==> src/hdl/sp605_ctrl_pkg.sv <==
package sp605_ctrl_pkg;

    localparam int APB_ADDR = 32;
    localparam int APB_DATA = 32;

    // Page map of 64 KB pages
    localparam int PAGE_LSB = 16;
    localparam int PAGE_W = APB_ADDR - PAGE_LSB;
    localparam int NUM_CHANNELS = 2;               // Works up to 8
    localparam int NUM_PAGES = NUM_CHANNELS + 1;
    localparam int PAGE_IRQ = 0;
    localparam int PAGE_CHAN0 = 1;

    // Channel register offsets
    localparam logic [PAGE_LSB-1:0] REG_ADDR = 16'h0000;
    localparam logic [PAGE_LSB-1:0] REG_LEN = 16'h0004;
    localparam logic [PAGE_LSB-1:0] REG_CTRL = 16'h0008;
    localparam logic [PAGE_LSB-1:0] REG_STATUS = 16'h000C;

    // Interrupt block offsets
    localparam logic [PAGE_LSB-1:0] REG_INT_STATUS = 16'h0000;
    localparam logic [PAGE_LSB-1:0] REG_INT_ENABLE = 16'h0004;

    localparam int LEN_W = 16;

    localparam int CTRL_START_BIT = 0;
    localparam int CTRL_INTEN_BIT = 1;
    localparam int STAT_BUSY_BIT = 0;
    localparam int STAT_DONE_BIT = 1;

    typedef struct packed {
        logic                sel;
        logic                enable;
        logic                write;
        logic [APB_ADDR-1:0] addr;
        logic [APB_DATA-1:0] wdata;
    } apb_req_t;

    typedef struct packed {
        logic                ready;
        logic [APB_DATA-1:0] rdata;
    } apb_rsp_t;

endpackage

==> src/hdl/apb_page_decoder.sv <==
`timescale 1ns/10ps

module apb_page_decoder (
    input  sp605_ctrl_pkg::apb_req_t               req,
    output logic [sp605_ctrl_pkg::NUM_PAGES-1:0]   page_sel,
    output logic                                   null_sel
);

    logic [sp605_ctrl_pkg::PAGE_W-1:0] page;
    logic                              hit;

    // Page field sits above the 64 KB offset
    assign page = req.addr[sp605_ctrl_pkg::APB_ADDR-1:sp605_ctrl_pkg::PAGE_LSB];

    always_comb begin
        page_sel = '0;
        hit = 1'b0;
        if (req.sel) begin
            for (int i = 0; i < sp605_ctrl_pkg::NUM_PAGES; i++) begin
                if (page == sp605_ctrl_pkg::PAGE_W'(i)) begin
                    page_sel[i] = 1'b1;
                    hit = 1'b1;
                end
            end
        end
    end

    // Anything else goes to the null slave so the bus never hangs
    assign null_sel = req.sel && !hit;

endmodule

==> src/hdl/dma_channel_ctrl.sv <==
`timescale 1ns/10ps

module dma_channel_ctrl (
    input  logic                     clk,
    input  logic                     rst_n,
    input  sp605_ctrl_pkg::apb_req_t req,
    input  logic                     sel,
    output sp605_ctrl_pkg::apb_rsp_t rsp,
    output logic                     int_out
);

    logic [sp605_ctrl_pkg::PAGE_LSB-1:0] offset;
    logic                                access;
    logic                                wr_en;
    logic                                start_go;

    logic [sp605_ctrl_pkg::APB_DATA-1:0] addr_reg;
    logic [sp605_ctrl_pkg::LEN_W-1:0]    len_reg;
    logic                                inten;

    logic [sp605_ctrl_pkg::LEN_W-1:0]    remaining;
    logic                                busy;
    logic                                done;

    logic [sp605_ctrl_pkg::APB_DATA-1:0] rdata_mux;

    assign offset = req.addr[sp605_ctrl_pkg::PAGE_LSB-1:0];
    assign access = sel && req.enable;      // Zero wait states
    assign wr_en = access && req.write;

    // Start is ignored while a countdown runs
    assign start_go = wr_en && (offset == sp605_ctrl_pkg::REG_CTRL) &&
                      req.wdata[sp605_ctrl_pkg::CTRL_START_BIT] && !busy;

    always_ff @(posedge clk) begin
        if (!rst_n) begin
            addr_reg <= '0;
            len_reg <= '0;
            inten <= 1'b0;
            remaining <= '0;
            busy <= 1'b0;
            done <= 1'b0;
        end else begin
            if (wr_en) begin
                case (offset)
                    sp605_ctrl_pkg::REG_ADDR: addr_reg <= req.wdata;
                    sp605_ctrl_pkg::REG_LEN: len_reg <= req.wdata[sp605_ctrl_pkg::LEN_W-1:0];
                    sp605_ctrl_pkg::REG_CTRL: inten <= req.wdata[sp605_ctrl_pkg::CTRL_INTEN_BIT];
                    sp605_ctrl_pkg::REG_STATUS: begin
                        if (req.wdata[sp605_ctrl_pkg::STAT_DONE_BIT]) begin
                            done <= 1'b0;       // Write 1 to clear
                        end
                    end
                    default: ;
                endcase
            end

            if (start_go) begin
                remaining <= len_reg;
                if (len_reg == '0) begin
                    done <= 1'b1;               // Empty transfer completes at once
                end else begin
                    busy <= 1'b1;
                    done <= 1'b0;
                end
            end

            // One word per cycle so busy lasts exactly LEN cycles
            if (busy) begin
                remaining <= remaining - sp605_ctrl_pkg::LEN_W'(1);
                if (remaining == sp605_ctrl_pkg::LEN_W'(1)) begin
                    busy <= 1'b0;
                    done <= 1'b1;
                end
            end
        end
    end

    always_comb begin
        rdata_mux = '0;
        case (offset)
            sp605_ctrl_pkg::REG_ADDR: rdata_mux = addr_reg;
            sp605_ctrl_pkg::REG_LEN: rdata_mux[sp605_ctrl_pkg::LEN_W-1:0] = len_reg;
            sp605_ctrl_pkg::REG_CTRL: rdata_mux[sp605_ctrl_pkg::CTRL_INTEN_BIT] = inten;
            sp605_ctrl_pkg::REG_STATUS: begin
                rdata_mux[sp605_ctrl_pkg::STAT_BUSY_BIT] = busy;
                rdata_mux[sp605_ctrl_pkg::STAT_DONE_BIT] = done;
                rdata_mux[sp605_ctrl_pkg::APB_DATA-1 -: sp605_ctrl_pkg::LEN_W] = remaining;
            end
            default: ;                          // Undefined offsets read 0
        endcase
    end

    // Unselected slave stays silent so the merge can OR responses
    assign rsp.ready = access;
    assign rsp.rdata = (access && !req.write) ? rdata_mux : '0;

    // Registered in the interrupt block
    assign int_out = done && inten;

endmodule

==> src/hdl/apb_response_irq_merge.sv <==
`timescale 1ns/10ps

module apb_response_irq_merge (
    input  logic                                  clk,
    input  logic                                  rst_n,
    input  sp605_ctrl_pkg::apb_req_t              req,
    input  logic                                  irq_sel,
    input  logic                                  null_sel,
    input  sp605_ctrl_pkg::apb_rsp_t              chan_rsp [sp605_ctrl_pkg::NUM_CHANNELS],
    input  logic [sp605_ctrl_pkg::NUM_CHANNELS-1:0] chan_int,
    output sp605_ctrl_pkg::apb_rsp_t              rsp,
    output logic                                  irq
);

    logic [sp605_ctrl_pkg::PAGE_LSB-1:0]     offset;
    logic                                    irq_ready;
    logic                                    null_ready;
    logic [sp605_ctrl_pkg::APB_DATA-1:0]     irq_rdata;
    logic [sp605_ctrl_pkg::NUM_CHANNELS-1:0] int_enable;

    assign offset = req.addr[sp605_ctrl_pkg::PAGE_LSB-1:0];
    assign irq_ready = irq_sel && req.enable;
    assign null_ready = null_sel && req.enable;  // Null slave returns 0 data

    always_ff @(posedge clk) begin
        if (!rst_n) begin
            int_enable <= '0;
            irq <= 1'b0;
        end else begin
            if (irq_ready && req.write && offset == sp605_ctrl_pkg::REG_INT_ENABLE) begin
                int_enable <= req.wdata[sp605_ctrl_pkg::NUM_CHANNELS-1:0];
            end
            irq <= |(chan_int & int_enable);
        end
    end

    // INT_STATUS is a live view of the channel lines
    always_comb begin
        irq_rdata = '0;
        if (irq_ready && !req.write) begin
            case (offset)
                sp605_ctrl_pkg::REG_INT_STATUS:
                    irq_rdata[sp605_ctrl_pkg::NUM_CHANNELS-1:0] = chan_int;
                sp605_ctrl_pkg::REG_INT_ENABLE:
                    irq_rdata[sp605_ctrl_pkg::NUM_CHANNELS-1:0] = int_enable;
                default: ;
            endcase
        end
    end

    // Only the selected slave drives, so a plain OR merges them
    always_comb begin
        rsp.ready = irq_ready || null_ready;
        rsp.rdata = irq_rdata;
        for (int i = 0; i < sp605_ctrl_pkg::NUM_CHANNELS; i++) begin
            rsp.ready = rsp.ready || chan_rsp[i].ready;
            rsp.rdata = rsp.rdata | chan_rsp[i].rdata;
        end
    end

endmodule

==> src/hdl/sp605_ctrl_core.sv <==
`timescale 1ns/10ps

module sp605_ctrl_core (
    input  logic                     clk,
    input  logic                     rst_n,
    input  sp605_ctrl_pkg::apb_req_t req,
    output sp605_ctrl_pkg::apb_rsp_t rsp,
    output logic                     irq
);

    logic [sp605_ctrl_pkg::NUM_PAGES-1:0]    page_sel;
    logic                                    null_sel;
    sp605_ctrl_pkg::apb_rsp_t                chan_rsp [sp605_ctrl_pkg::NUM_CHANNELS];
    logic [sp605_ctrl_pkg::NUM_CHANNELS-1:0] chan_int;

    apb_page_decoder u_decoder (
        .req      (req),
        .page_sel (page_sel),
        .null_sel (null_sel)
    );

    // One controller per page above the interrupt block
    for (genvar i = 0; i < sp605_ctrl_pkg::NUM_CHANNELS; i++) begin : g_chan
        dma_channel_ctrl u_chan (
            .clk     (clk),
            .rst_n   (rst_n),
            .req     (req),
            .sel     (page_sel[sp605_ctrl_pkg::PAGE_CHAN0+i]),
            .rsp     (chan_rsp[i]),
            .int_out (chan_int[i])
        );
    end

    apb_response_irq_merge u_merge (
        .clk      (clk),
        .rst_n    (rst_n),
        .req      (req),
        .irq_sel  (page_sel[sp605_ctrl_pkg::PAGE_IRQ]),
        .null_sel (null_sel),
        .chan_rsp (chan_rsp),
        .chan_int (chan_int),
        .rsp      (rsp),
        .irq      (irq)
    );

endmodule

==> config.mk <==
export PLATFORM = sky130hd
export DESIGN_NAME = sp605_ctrl_core
export DESIGN_NICKNAME = d
export VERILOG_FILES = /design/src/hdl/sp605_ctrl_pkg.sv /design/src/hdl/apb_page_decoder.sv /design/src/hdl/dma_channel_ctrl.sv /design/src/hdl/apb_response_irq_merge.sv /design/src/hdl/sp605_ctrl_core.sv
export SDC_FILE = /design/constraint.sdc
export NUM_CORES = 1
export LEC_CHECK = 0
export ABC_AREA = 1
export BUFFER_PORTS_ARGS = -buffer_cell sky130_fd_sc_hd__buf_4
export CORE_UTILIZATION = 25
export CTS_CLUSTER_DIAMETER = 200
export DETAILED_ROUTE_END_ITERATION = 6
export PLACE_DENSITY = 0.43
export SYNTH_ARGS = -nofsm -noshare
export SYNTH_HDL_FRONTEND = slang
export SYNTH_SLANG_ARGS = --single-unit
==> constraint.sdc <==
create_clock -name clk -period 1.75 [get_ports clk]
set_input_delay 0.0875 -clock clk [delete_from_list [all_inputs] [get_ports clk]]
set_output_delay 0.0875 -clock clk [all_outputs]
set_load 0.05 [all_outputs]
== Word level (Yosys, flattened, before mapping) ==
Index checks and enable logic that the tools add are counted.

* Word-level logic and storage cells: 111
* Register bits: 137
* RAM bits: 0
* ROM bits: 0
* Output and inout port bits: 34
* Latch bits: 0
* Memories kept: 0

* Muxes and demuxes: 45
* Shift operators: 0
* Div/mod/pow operators: 0
* Bitwise operators: 3
* $lt $le $gt $ge: 0
* Equal/unequal tests: 7
* $mul: 0
* Reduce and logical (&&, ||, !) cells: 40
* $add $sub $neg: 2

{| class="wikitable"
|+ Operators with widths
! operator !! number
|-
| $logic_not 16->1 || 4
|-
| $mux 16 || 4
|-
| $mux 32 || 2
|-
| $pmux 16 s2 || 2
|-
| $pmux 14 s2 || 2
|-
| $eq 16x1->1 const B || 3
|-
| $eq 16x4->1 const B || 2
|-
| $or 2x32->32 || 1
|-
| $or 32x32->32 || 1
|-
| $sub 16x1->16 const B || 2
|-
| $mux 1 || 28
|-
| $logic_and 1x1->1 || 20
|-
| $eq 16x2->1 const B || 1
|-
| $eq 16x3->1 const B || 1
|-
| $reduce_and 2->1 || 6
|-
| $pmux 1 s4 || 2
|-
| $pmux 1 s3 || 2
|-
| $logic_not 1->1 || 4
|-
| $pmux 2 s2 || 1
|-
| $reduce_bool 2->1 || 2
|-
| $logic_or 1x1->1 || 3
|-
| $mux 3 || 1
|-
| $and 2x2->2 || 1
|-
| $mux 2 || 1
|-
| $reduce_or 2->1 || 1
|}

== Depth between registers and ports, before layout ==
* Depth in word-level cells: 11
* Depth in mapped cells: 11

== By module ==
From an unflattened synthesis, not the netlist that was laid out.

* Cell total of the unflattened synthesis: 1321
* Area, all modules: 8177.8 um^2

{| class="wikitable"
|+ Modules (own cells, without submodules)
! module !! times used !! cells an instance !! seq. area each (um^2) !! area an instance (um^2)
|-
| dma_channel_ctrl || 2 || 601 || 1341.3 || 3777.4
|-
| apb_response_irq_merge || 1 || 87 || 60.1 || 495.5
|-
| apb_page_decoder || 1 || 32 || 0.0 || 127.6
|}

== Worst setup path after synthesis ==
OpenSTA, ideal clock, no wires.

* Kind: input to output
* Start point: in req[66] (netlist bit)
* End point: out rsp[10] (netlist bit)
* Data required time: 1662 ps
* Stages: 9
* Arrival: 1629 ps
* Setup slack: 34 ps
* Buffers on the path: 1
* Cell sequence: nand2_1 -> inv_2 -> nand2_1 -> nor2_2 -> and2_1 -> nand3_1 -> inv_1 -> clkbuf_1 -> a22o_1

{| class="wikitable"
|+ RTL lines
! item !! RTL line !! text
|-
| start: declaration || sp605_ctrl_core.sv:6 || <nowiki>input sp605_ctrl_pkg::apb_req_t req,</nowiki>
|-
| end: declaration || sp605_ctrl_core.sv:7 || <nowiki>output sp605_ctrl_pkg::apb_rsp_t rsp,</nowiki>
|}

==> flow_summary.yaml <==
timing:
  fin_crit_ns: 1.72
  slew_viol_final: 0
  hold_viol: 0
  timing.slew.headroom_pct: 61.8
  setup_viol: 0
  min_period_over_period_pct: 98.5
  worstMarginPinSlew_ns: 0.568
  max_freq_mhz: 580
  fin_tns_setup_ns: 0
  fin_worst_skew_ns: 0.0107
status:
  status: "completed"
run:
  max_cap_violations: 0
logic_synthesis:
  async_flop_share_pct: 0
  synth.distinct_cells: 32
  yosys.cell_count.top_type: "inv_1"
  ys_ff_latch: 137
  ys_top_cells_by_area: "dfxtp_1, a21oi_1, inv_1"
  yosysSeqAreaShare_pct: 37.6
  syn_area_per_cell_um2: 6.84
  synth_ff_type: "dfxtp_1"
  synth_top_area_cell: "dfxtp_1"
  yosysWarnings: 0
  synth-edff-count: 0
  synth_area_um2: 7290
  synth_common_cells: "inv_1, dfxtp_1, a21oi_1"
  synth_nets: 1140
  netlist_instances: 1067
  synth_top_area_share_pct: 37.6
place:
  place_congestion: 0.827
  dpl.hpwl_um: 19800
  port_buffers: 102
power:
  p_leak_nw: 3.72
  swShare_pct: 25.6
  pwr-share-comb_pct: 5.4
  pwr-share-seq_pct: 43.6
  power-per-cell-area_nw_per_um2: 711
  p_clk_share_pct: 51.0
  switchingPower_w: 0.00183
  p_int_w: 0.00532
  ir_drop_uv: 583
worst_setup_path:
  worst-path-stages: 10
  crit_fanout: 8
  reg2reg_depth: 7
  crit_top_cell: "buf_12"
  path_cells: "buf_4 > nor2_2 > nand2_2 > nor2_4 > nand3_4 > buf_12 > buf_12 > o22ai_2 > a22o_1 > buf_6"
  arrival_ns: 1.64
  path_class: "input port to output port"
  worstPathRequired_ns: 1.66
  max_stage_delay_ns: 0.23
  start_kind: "input port"
  path_buf_inv: 4
  slowest_stage: "o22ai_2"
  cp_top_family: "buffers and inverters"
  setup.worst_path.end_class: "output port"
floorplanning:
  rows: 62
  core_um2: 28700
  die_area_um2: 29900
  die_x_um: 173
  io_pins: 103
  floorplan.initialDensity_pct: 25.4
  die_y_um: 173
global_route:
  grt_start_max_net_pins: 65
  grt_pass1_vias: 7351
  track_usage_pct: 18.6
  antenna_found_initial: 0
  grt_overflow_total: 0
  grt_pass1_wl_um: 42700
drt:
  wire_per_inst_um: 18.5
  routed_wl_um: 29500
  drc: 0
  drt_iter0_markers: 499
  first_pass_iters: 6
  ant_nets: 0
  via_per_inst: 4.87
  vias: 7791
cts:
  numCtsBuffers: 17
  htreeDepth: 4
  clock-sinks: 137
  path_clk_slew_ns: 0.06
  ctsLongestPathBuffers: 2
  root_buffer: "clkbuf_16"
  cts_tree: "built"
  worstSkewPairLatency_ns: 0.43
finish:
  fillCellCount: 3163
  nets: 1275
  largest_reg_flops: 64
  diodes: 0
  drive_gt1_share_pct: 19.2
  area_growth_syn_to_layout_pct: 37.7
  finish.utilization_pct: 35.0
worst_hold_path:
  worstHoldPathType: "input port to flip-flop"
  hold_depth: 3
## layer usage
metal	wire, um	GRT usage [%]
met5	0	0
met4	464	5.24
met3	1530	3.17
met2	13200	29.4
met1	14300	25.9
## stage by stage
step / hold WS (ns) / setup WS (ns) / std cells / cell area [um2] / power (W)
floorplan: 0.264 / 0.0337 / 1067 / 7290 / 0.00331
global placement: 0.367 / -0.0782 / 1521 / 8660 / 0.00351
detailed placement: 0.371 / -0.0596 / 1521 / 8660 / 0.00351
CTS: 0.00332 / 0.00105 / 1584 / 9570 / 0.00720
global route: 0.0141 / -0.0275 / 1599 / 10000 / 0.00741
finish: 0.0137 / 0.0263 / 1599 / 10000 / 0.00715
## power groups by stage
stage / combinational [W] / clock, W / sequential, W
after floorplan: 0.000122 / 0 / 0.00319
after global placement: 0.000322 / 0 / 0.00319
after detailed placement: 0.000320 / 0 / 0.00319
after CTS: 0.000378 / 0.00370 / 0.00312
after global routing: 0.000424 / 0.00387 / 0.00311
final: 0.000386 / 0.00365 / 0.00312
## placed cells by master, fill, tap and decap left out, drive strengths merged, types with 3 or more instances in the layout
| cell type | instances |
|---|---|
| inv | 162 |
| buf | 144 |
| o21ai | 141 |
| dfxtp | 137 |
| a21oi | 136 |
| nand2 | 127 |
| nor2 | 98 |
| o22ai | 63 |
| nand3 | 59 |
| dlygate4sd3 | 31 |
| a22o | 30 |
| clkbuf | 24 |
| xor2 | 17 |
| nand4 | 13 |
| nor3 | 10 |
| clkinv | 5 |
| nor4 | 4 |
| ha | 4 |
| clkinvlp | 3 |
## final cells by class
| type | count | area, um2 | share of cell area, % |
|---|---|---|---|
| well taps | 384 | 480 | 4.78 |
| inverters | 156 | 593 | 5.90 |
| repair buffers | 182 | 1840 | 18.3 |
| multi-input cells | 708 | 3810 | 38.0 |
| clock buffers | 17 | 425 | 4.23 |
| flip-flops and latches | 137 | 2740 | 27.3 |
| clock inverters | 15 | 154 | 1.53 |
## worst paths after layout
path | from | to | slack, ns
worst max-delay path | req[41] | rsp[5] | 0.03
worst min-delay path | req[1] | u_merge.int_enable[1]$_SDFFE_PN0P_ | 0.01
worst max register to register | g_chan[0].u_chan.remaining[9]$_SDFFE_PN0P_ | g_chan[0].u_chan.busy$_SDFF_PN0_ | 0.17
worst min register to register | g_chan[1].u_chan.addr_reg[20]$_SDFFE_PN0P_ | g_chan[1].u_chan.addr_reg[20]$_SDFFE_PN0P_ | 0.45
## logic make-up after synthesis
group	count (synthesis)	share of synthesized area (%)
simple gates	314	19.4
buf+inv	222	12.0
compound gates	373	28.3
flops	137	37.6
xor+xnor	17	2.04
fa+ha+maj	4	0.686
## repair_timing
item / in CTS / in global routing
setup buffers: 0 / 4
gates cloned: 0 / 11
endpoints found under the hold margin: 81 / 0
endpoints found under the setup margin: 1 / 41
resized for setup: 3 / 57
hold buffers: 31 / 0
pin swaps: 0 / 9
## worst min-delay path, cell delays in order
cell and delay, ns:
buf_4 0.12, o21ai_0 0.09, a21oi_1 0.10
Power figures use the tool's default switching activity.
